===== src/verilog/reg_bus_pkg.sv =====
// ****************************************
// Register bus types for the harness fabric
// Import into any block on the register bus
// ****************************************

`default_nettype none

package reg_bus_pkg;

  localparam int unsigned REG_ADDR_WIDTH = 32;
  localparam int unsigned REG_DATA_WIDTH = 32;
  localparam int unsigned REG_STRB_WIDTH = REG_DATA_WIDTH / 8;

  typedef logic [REG_ADDR_WIDTH-1:0] reg_addr_t;  // Byte address
  typedef logic [REG_DATA_WIDTH-1:0] reg_data_t;
  typedef logic [REG_STRB_WIDTH-1:0] reg_strb_t;  // One bit per byte lane

  // Master to peripheral, held until ready
  typedef struct packed {
    reg_addr_t addr;
    logic      write;
    reg_data_t wdata;
    reg_strb_t wstrb;
    logic      valid;
  } reg_req_t;

  // Peripheral to master
  typedef struct packed {
    reg_data_t rdata;
    logic      error;
    logic      ready;  // Completes the transfer on a rising edge
  } reg_rsp_t;

endpackage

`default_nettype wire

===== src/verilog/harness_cfg_pkg.sv =====
// ****************************************
// Address map and power-switch domains
// of the external harness side
// ****************************************

`default_nettype none

package harness_cfg_pkg;

  localparam int unsigned EXT_NPERIPH = 4;

  typedef logic [$clog2(EXT_NPERIPH)-1:0] periph_idx_t;

  localparam periph_idx_t MEMCOPY_CTRL_IDX = 2'd0;
  localparam periph_idx_t AMS_IDX          = 2'd1;
  localparam periph_idx_t IFFIFO_IDX       = 2'd2;
  localparam periph_idx_t SL_REG_IDX       = 2'd3;

  localparam reg_bus_pkg::reg_addr_t EXT_PERIPH_BASE_ADDR = 32'h2008_0000;
  localparam reg_bus_pkg::reg_addr_t EXT_PERIPH_SIZE      = 32'h0000_1000;

  // One address window per peripheral, end_addr exclusive
  typedef struct packed {
    periph_idx_t             idx;
    reg_bus_pkg::reg_addr_t  start_addr;
    reg_bus_pkg::reg_addr_t  end_addr;
  } addr_rule_t;

  localparam addr_rule_t EXT_PERIPH_RULES [EXT_NPERIPH] = '{
    '{idx:        MEMCOPY_CTRL_IDX,
      start_addr: EXT_PERIPH_BASE_ADDR + MEMCOPY_CTRL_IDX * EXT_PERIPH_SIZE,
      end_addr:   EXT_PERIPH_BASE_ADDR + (MEMCOPY_CTRL_IDX + 1) * EXT_PERIPH_SIZE},
    '{idx:        AMS_IDX,
      start_addr: EXT_PERIPH_BASE_ADDR + AMS_IDX * EXT_PERIPH_SIZE,
      end_addr:   EXT_PERIPH_BASE_ADDR + (AMS_IDX + 1) * EXT_PERIPH_SIZE},
    '{idx:        IFFIFO_IDX,
      start_addr: EXT_PERIPH_BASE_ADDR + IFFIFO_IDX * EXT_PERIPH_SIZE,
      end_addr:   EXT_PERIPH_BASE_ADDR + (IFFIFO_IDX + 1) * EXT_PERIPH_SIZE},
    '{idx:        SL_REG_IDX,
      start_addr: EXT_PERIPH_BASE_ADDR + SL_REG_IDX * EXT_PERIPH_SIZE,
      end_addr:   EXT_PERIPH_BASE_ADDR + (SL_REG_IDX + 1) * EXT_PERIPH_SIZE}
  };

  localparam int unsigned NUM_BANKS   = 2;
  localparam int unsigned EXT_DOMAINS = 1;

  // Stages behind the first capture
  localparam int unsigned SWITCH_ACK_LATENCY = 15;

  // Switch request or acknowledge lines, all active low
  typedef struct packed {
    logic                   cpu;
    logic                   periph;
    logic [NUM_BANKS-1:0]   mem_banks;
    logic [EXT_DOMAINS-1:0] ext;
  } pg_switch_t;

endpackage

`default_nettype wire


===== src/verilog/ext_harness.sv =====
// ****************************************
// External side of the MCU test harness
// Register peripheral routing and switch acks
// ****************************************

`timescale 1ns/1ns
`default_nettype none

module ext_harness (
  input  logic                                                clk_i,
  input  logic                                                rst_n_i,

  // Register bus from the MCU
  input  reg_bus_pkg::reg_req_t                               reg_req_i,
  output reg_bus_pkg::reg_rsp_t                               reg_rsp_o,

  // External register peripherals
  output reg_bus_pkg::reg_req_t [harness_cfg_pkg::EXT_NPERIPH-1:0] periph_req_o,
  input  reg_bus_pkg::reg_rsp_t [harness_cfg_pkg::EXT_NPERIPH-1:0] periph_rsp_i,

  // Power switches, active low
  input  harness_cfg_pkg::pg_switch_t                         pg_switch_n_i,
  output harness_cfg_pkg::pg_switch_t                         pg_switch_ack_n_o
);

  import reg_bus_pkg::*;
  import harness_cfg_pkg::*;

  periph_idx_t periph_sel_idx;
  logic        periph_sel_hit;

  ext_periph_addr_decode ext_periph_addr_decode_i (
    .addr_i (reg_req_i.addr),
    .idx_o  (periph_sel_idx),
    .hit_o  (periph_sel_hit)
  );

  ext_periph_reg_demux ext_periph_reg_demux_i (
    .req_i        (reg_req_i),
    .rsp_o        (reg_rsp_o),
    .idx_i        (periph_sel_idx),
    .hit_i        (periph_sel_hit),
    .periph_req_o (periph_req_o),
    .periph_rsp_i (periph_rsp_i)
  );

  // Independent of the register path
  pg_switch_ack_model pg_switch_ack_model_i (
    .clk_i      (clk_i),
    .rst_n_i    (rst_n_i),
    .switch_n_i (pg_switch_n_i),
    .ack_n_o    (pg_switch_ack_n_o)
  );

endmodule

`default_nettype wire


===== src/verilog/pg_switch_ack_model.sv =====
// ****************************************
// Power-switch cell model, returns each
// request as ack after a falling-edge delay
// ****************************************

`timescale 1ns/1ns
`default_nettype none

module pg_switch_ack_model (
  input  logic                        clk_i,
  input  logic                        rst_n_i,
  input  harness_cfg_pkg::pg_switch_t switch_n_i,
  output harness_cfg_pkg::pg_switch_t ack_n_o
);

  import harness_cfg_pkg::*;

  // Stage 0 is the capture, the last stage drives the ack
  pg_switch_t [SWITCH_ACK_LATENCY:0] stage_q;

  // Switched off by default, so every line starts high
  always_ff @(negedge clk_i or negedge rst_n_i) begin
    if (!rst_n_i) begin
      stage_q <= '1;
    end else begin
      stage_q <= {stage_q[SWITCH_ACK_LATENCY-1:0], switch_n_i};
    end
  end

  assign ack_n_o = stage_q[SWITCH_ACK_LATENCY];

endmodule

`default_nettype wire


===== src/verilog/ext_periph_reg_demux.sv =====
// ****************************************
// Register request demux to the external
// peripherals, errors on unmapped addresses
// ****************************************

`timescale 1ns/1ns
`default_nettype none

module ext_periph_reg_demux (
  input  reg_bus_pkg::reg_req_t                               req_i,
  output reg_bus_pkg::reg_rsp_t                               rsp_o,
  input  harness_cfg_pkg::periph_idx_t                        idx_i,
  input  logic                                                hit_i,
  output reg_bus_pkg::reg_req_t [harness_cfg_pkg::EXT_NPERIPH-1:0] periph_req_o,
  input  reg_bus_pkg::reg_rsp_t [harness_cfg_pkg::EXT_NPERIPH-1:0] periph_rsp_i
);

  import reg_bus_pkg::*;
  import harness_cfg_pkg::*;

  reg_rsp_t sel_rsp;

  // Payload fans out to all ports, valid only to the selected one
  always_comb begin
    for (int unsigned i = 0; i < EXT_NPERIPH; i++) begin
      periph_req_o[i]       = req_i;
      periph_req_o[i].valid = req_i.valid && hit_i && (idx_i == periph_idx_t'(i));
    end
  end

  assign sel_rsp = periph_rsp_i[idx_i];

  always_comb begin
    if (hit_i) begin
      rsp_o = sel_rsp;  // Straight through
    end else begin
      // Unmapped, answered at once
      rsp_o.rdata = '0;
      rsp_o.error = 1'b1;
      rsp_o.ready = 1'b1;
    end
  end

endmodule

`default_nettype wire


===== src/verilog/ext_periph_addr_decode.sv =====
// ****************************************
// Address decoder for the external
// peripherals, gives index and hit flag
// ****************************************

`timescale 1ns/1ns
`default_nettype none

module ext_periph_addr_decode (
  input  reg_bus_pkg::reg_addr_t      addr_i,
  output harness_cfg_pkg::periph_idx_t idx_o,
  output logic                        hit_o
);

  import reg_bus_pkg::*;
  import harness_cfg_pkg::*;

  logic [EXT_NPERIPH-1:0] rule_match;

  // Range check of every window in parallel
  always_comb begin
    for (int unsigned i = 0; i < EXT_NPERIPH; i++) begin
      rule_match[i] = (addr_i >= EXT_PERIPH_RULES[i].start_addr) &&
                      (addr_i <  EXT_PERIPH_RULES[i].end_addr);
    end
  end

  // Lowest matching rule wins, index zero on a miss
  always_comb begin
    idx_o = '0;
    hit_o = |rule_match;
    for (int i = EXT_NPERIPH - 1; i >= 0; i--) begin
      if (rule_match[i]) begin
        idx_o = EXT_PERIPH_RULES[i].idx;
      end
    end
  end

endmodule

`default_nettype wire


===== config.mk =====
export PLATFORM = sky130hd
export DESIGN_NAME = ext_harness
export DESIGN_NICKNAME = d
export VERILOG_FILES = /design/src/verilog/reg_bus_pkg.sv /design/src/verilog/harness_cfg_pkg.sv /design/src/verilog/ext_harness.sv /design/src/verilog/pg_switch_ack_model.sv /design/src/verilog/ext_periph_reg_demux.sv /design/src/verilog/ext_periph_addr_decode.sv
export SDC_FILE = /design/constraint.sdc
export NUM_CORES = 1
export LEC_CHECK = 0
export BUFFER_PORTS_ARGS = -buffer_cell sky130_fd_sc_hd__buf_4
export CAP_MARGIN = 20
export CELL_PAD_IN_SITES_DETAIL_PLACEMENT = 0
export CELL_PAD_IN_SITES_GLOBAL_PLACEMENT = 1
export CORE_AREA = 2 2 207 209
export CTS_CLUSTER_DIAMETER = 30
export DETAILED_ROUTE_END_ITERATION = 16
export DIE_AREA = 0 0 209 211
export MAX_ROUTING_LAYER = met4
export PLACE_DENSITY = 0.48
export SYNTH_ARGS = -nofsm -noshare
export SYNTH_HDL_FRONTEND = slang
export SYNTH_SLANG_ARGS = --single-unit

===== constraint.sdc =====
create_clock -name clk_i -period 2.3 [get_ports clk_i]
set_input_delay 0.345 -clock clk_i [delete_from_list [all_inputs] [get_ports clk_i]]
set_output_delay 0.345 -clock clk_i [all_outputs]
set_load 0.05 [all_outputs]

Word-level counts from Yosys, hierarchy flattened
Index checks and enable logic that the tools add are counted.

operators by class
  add/subtract/negate cells = 0
  multipliers = 0
  div/mod/pow operators = 0
  order comparisons = 9
  eq/ne operators = 3
  shifts and indexed selects = 0
  multiplexer cells = 7
  bitwise logic cells = 0
  reduce and logical (&&, ||, !) cells = 11

operators with widths
  cell                  number
  $ge 32x30->1 const B  4
  $lt 32x30->1 const B  4
  $bmux 34 s2           1
  $mux 34               2
  $logic_and 1x1->1     9
  $mux 2                4
  $eq 2x2->1 const B    2
  $reduce_or 4->1       1
  $lt 2x3->1 const B    1
  $eq 2x1->1 const B    1
  $logic_not 2->1       1

word-level totals
  register bits after elaboration = 80
  latch bits = 0
  memory bits (writable) = 0
  memory bits (read-only) = 0
  bits of input ports = 213
  logic and storage cells = 94
  memories = 0

Logic depth before layout (Yosys ltp)
  depth after elaboration = 9
  gate-level depth with buffers = 6
  gate-level depth less buffers = 4

Modules after synthesis
From an unflattened synthesis, not the netlist that was laid out.

second synthesis, totals
  cell total of the unflattened synthesis = 493
  area total of the unflattened synthesis = 5340.1 µm²

by module, submodules not included
  module                  times used  cells an instance  area an instance (µm²)  sequential area each (µm²)
  ext_periph_reg_demux    1           398                3125.5                  0.0
  pg_switch_ack_model     1           86                 2143.3                  2102.0
  ext_periph_addr_decode  1           9                  71.3                    0.0

==> summary.md <==
| Metric | Value |
|---|---|
| Result of the run | `complete, but fails checks` |
| Violated checks | `negative setup slack` |
| Dominant cell by count in the synthesized netlist | `sky130_fd_sc_hd__buf_4` |
| Average cell area after synthesis | `around 11 µm²` |
| Unique cell type count in the Yosys netlist | `28` |
| Area of combinational cells with multiple inputs | `~1700 µm²` |
| Detailed Route WL | `between 15,000 and 20,000 µm` |
| Flip-flop and latch count after synthesis | `80` |
| Top area cells in the synthesized netlist | `sky130_fd_sc_hd__buf_4 39%, sky130_fd_sc_hd__dfstp_2 39%, sky130_fd_sc_hd__mux2_2 6.7%` |
| Largest net degree at the start of global routing | `36` |
| Final HPWL DP | `between 15,000 and 20,000 µm` |
| Weighted congestion reported at the end of routability-driven placement | `roughly 0.75` |
| Gate family responsible for the most delay along the worst path | `simple AND/OR/NAND/NOR gates` |
| Area Growth Syn to Fin | `49.6%` |
| Global-route total usage across every layer | `~8%` |
| Number of detailed-route iterations in the first pass | `4` |
| Endpoints failing hold | `0` |
| R2r startpoint | `pg_switch_ack_model_i.stage_q[2]` |
| Wire length on met1 | `between 6000 and 7000 µm` |
| Type of element launching the critical path | `primary input` |
| Via-per-instance ratio | `3.17` |
| Synthesized net count | `720` |
| CTS tree | `built` |
| Die boundary height | `about 210 µm` |
| Clk slew on worst S/H paths | `~0.040 ns` |
| Minimum setup slack in the final design | `-0.332 ns` |
| Final design utilization | `between 10% and 20%` |
| Effective utilization at floorplan | `around 13%` |
| Diodes inserted | `0` |
| Maximum clock rate | `0.380 GHz` |
| Cell type of the slowest stage on the worst timing path | `sky130_fd_sc_hd__or4_4` |
| Met3 WL | `around 1700 µm` |
| Worst path buffer plus inverter count | `4` |
| Power density over cell area | `roughly 540 nW/µm²` |
| Post-DRT Antenna Nets | `0` |
| Min-delay worst type | `register to register` |
| Crit path DAT | `approximately 2.3 ns` |
| Drt drc | `0` |
| Worst-case headroom to the max-slew limit | `71.6%` |
| Final count of pins violating max slew | `0` |
| Post-route clock skew | `~0.013 ns` |
| Type of destination of the critical path | `output pin` |
| Yosys warning count | `0` |
| Sum Neg Setup Slack | `-12.01 ns` |
| Initial antenna violation count | `0` |
| Pre-CTS setup slack | `-0.438 ns` |
| Topmost layer with routed signal wires | `met4` |
| Main synth FF type | `sky130_fd_sc_hd__dfstp_2` |
| Post-synth EDFFs | `0` |
| Async set-or-reset flop fraction in the synthesized netlist | `100%` |
| Class of the most critical setup path | `primary input to output pin` |
| Worst Tran Pin Value | `0.426 ns` |
| Via count | `3,738` |
| Root buffer cell | `sky130_fd_sc_hd__clkbuf_16` |
| Portion of synthesized cell area occupied by the leading cell type | `approximately two fifths` |
| Seq/Total Area, Yosys | `about two fifths` |
| Count of endpoints failing setup in the final report | `between 40 and 50` |
| Violation count after the first detailed-route iteration | `139` |
| Via count of the first global-routing pass | `~4,100` |
| Stage delay of the slowest cell on the critical path | `roughly 0.55 ns` |
| Fill cells | `~4,500` |
| Final std cells w/o fill | `roughly 1,200` |
| Number of I/O pins | `532` |
| Wire length of the first global-routing pass | `about 25,000 µm` |
| Maximum level of the CTS H-tree | `3` |
| TritonCTS sink count | `80` |
| Number of standard-cell rows in the floorplan | `between 70 and 80` |
| Synth area leader | `sky130_fd_sc_hd__buf_4` |
| # Max-Cap Violations | `0` |
| Area enclosed by the die boundary | `44,100 µm²` |
| Number of CTS-inserted buffers | `9` |
| Register area | `2100 µm²` |
| Port Buffers | `roughly 290` |
| Wirelength per Cell | `roughly 16 µm` |
| RSZ-0062 raised after global routing | `yes` |
| Horizontal die dimension | `roughly 210 µm` |
| Placeable core region | `41,800 µm²` |
| Cell Count Post-Placement | `1,079` |
| WL met2 | `slightly above 9000 µm` |
| Launch instance of the worst min-delay path | `pg_switch_ack_model_i.stage_q[29]` |
| Fraction of the cycle the final worst path needs | `114%` |
| Gate count after technology mapping | `507` |
| Largest buffer count on any clock path | `2` |
| Req. time, crit path | `1.96 ns` |
| Worst Setup SP | `reg_req_i[56]` |
| Fraction of final layout cells with drive strength greater than 1 | `79.7%` |
| Global route overflow | `0` |
| Leakage power | `3.66 nW` |
| Area of the mapped netlist | `5420 µm²` |
| Leading post-synthesis cells by instance count | `281 x sky130_fd_sc_hd__buf_4, 80 x sky130_fd_sc_hd__dfstp_2, 32 x sky130_fd_sc_hd__a22oi_1, 32 x sky130_fd_sc_hd__mux2_2, 32 x sky130_fd_sc_hd__o2bb2ai_1` |
| Clk_lat worst skew | `0.39 ns` |
| Top fanout value on the critical path | `9` |
| Minimum clock period | `~2.6 ns` |
| Pwr Total | `around 4.3 mW` |
| Final nets | `around 850` |
| Critical path cell sequence | `buf_6 -> or3_4 -> or4_4 -> nor4_4 -> buf_12 -> buf_12 -> o2bb2ai_4 -> buf_6` |
| Max IR drop VDD | `428 µV` |
per-stage QoR:
step,hold WS (ns),instance area (µm²)
floorplan,0.345,6000
global placement,0.345,7140
detailed placement,0.347,7140
CTS,0.340,8050
global route,0.335,8100
finish,0.343,8100
worst paths after layout:
check                                                    endpoint  slack [ns]  cells past startpoint
worst max register to register   pg_switch_ack_model_i.stage_q[7]        1.72                      0
max in group asynchronous        pg_switch_ack_model_i.ack_n_o[3]        0.79                      2
worst min-delay path            pg_switch_ack_model_i.stage_q[34]        0.34                      0
worst min register to register  pg_switch_ack_model_i.stage_q[34]        0.34                      0
min in group asynchronous        pg_switch_ack_model_i.stage_q[2]        1.24                      1
worst max-delay path                                reg_rsp_o[22]       -0.33                      8
final cells by class:
type                       count  area share [%]
multi-input combinational    127            21.5
timing repair buffer         337            37.0
sequential                    80            25.9
tap                          539            8.32
clock inverter                87            4.45
clock buffer                   9            2.78
layout by cell type, fill, tap and decap left out, types with 2 or more instances in the layout:
master / synthesis / routed
sky130_fd_sc_hd__or2_4: 0 / 2
sky130_fd_sc_hd__buf_12: 0 / 14
sky130_fd_sc_hd__and3_4: 0 / 2
sky130_fd_sc_hd__buf_4: 281 / 274
sky130_fd_sc_hd__nor3_1: 2 / 2
sky130_fd_sc_hd__nor2b_1: 3 / 2
sky130_fd_sc_hd__nor2_1: 4 / 3
sky130_fd_sc_hd__dfstp_2: 80 / 80
sky130_fd_sc_hd__clkbuf_16: 0 / 9
sky130_fd_sc_hd__mux2_2: 32 / 32
sky130_fd_sc_hd__inv_1: 1 / 81
sky130_fd_sc_hd__a211o_4: 0 / 2
sky130_fd_sc_hd__buf_8: 0 / 30
sky130_fd_sc_hd__o2bb2ai_4: 0 / 30
sky130_fd_sc_hd__a22oi_1: 32 / 32
sky130_fd_sc_hd__o2bb2ai_2: 0 / 2
sky130_fd_sc_hd__buf_6: 4 / 19
sky130_fd_sc_hd__clkinvlp_2: 0 / 4
sky130_fd_sc_hd__a22o_1: 4 / 4
report_power, final:
part,internal (mW),switching [mW],total [mW]
combinational,0.398,0.542,0.940
sequential,1.54,0.0205,1.56
clock,1.01,0.829,1.84
total,2.95,1.39,4.34
routing by layer:
layer	up-vias	GRT usage (%)
met5	-	-
met2	241	12.4
met1	1752	8.69
li1	1683	-
met3	62	3.93
met4	0	3.55
registers in the layout, indices dropped and copies added, names as in the netlist:
name,count
pg_switch_ack_model_i.ack_n_o,5
pg_switch_ack_model_i.stage_q,75
kinds of logic (layout without fill, tap and decap cells):
family	count (synthesis)	count (layout)	share of synthesized area, %
AO/OA/AOI/OAI	73	73	11.0
buffers and inverters	301	433	41.0
multiplexers	32	32	6.65
AND/OR/NAND/NOR	21	22	2.61
flip-flops	80	80	38.8
timing repair:
action / 4_1_cts / 5_1_grt
cloned: 1 / 0
gates resized for setup: 75 / 15
pin swaps: 3 / 2
setup buffers: 4 / 0
endpoints found under the setup margin: 43 / 43
hold buffers: 0 / 0
(Power assumes the default switching activity.)
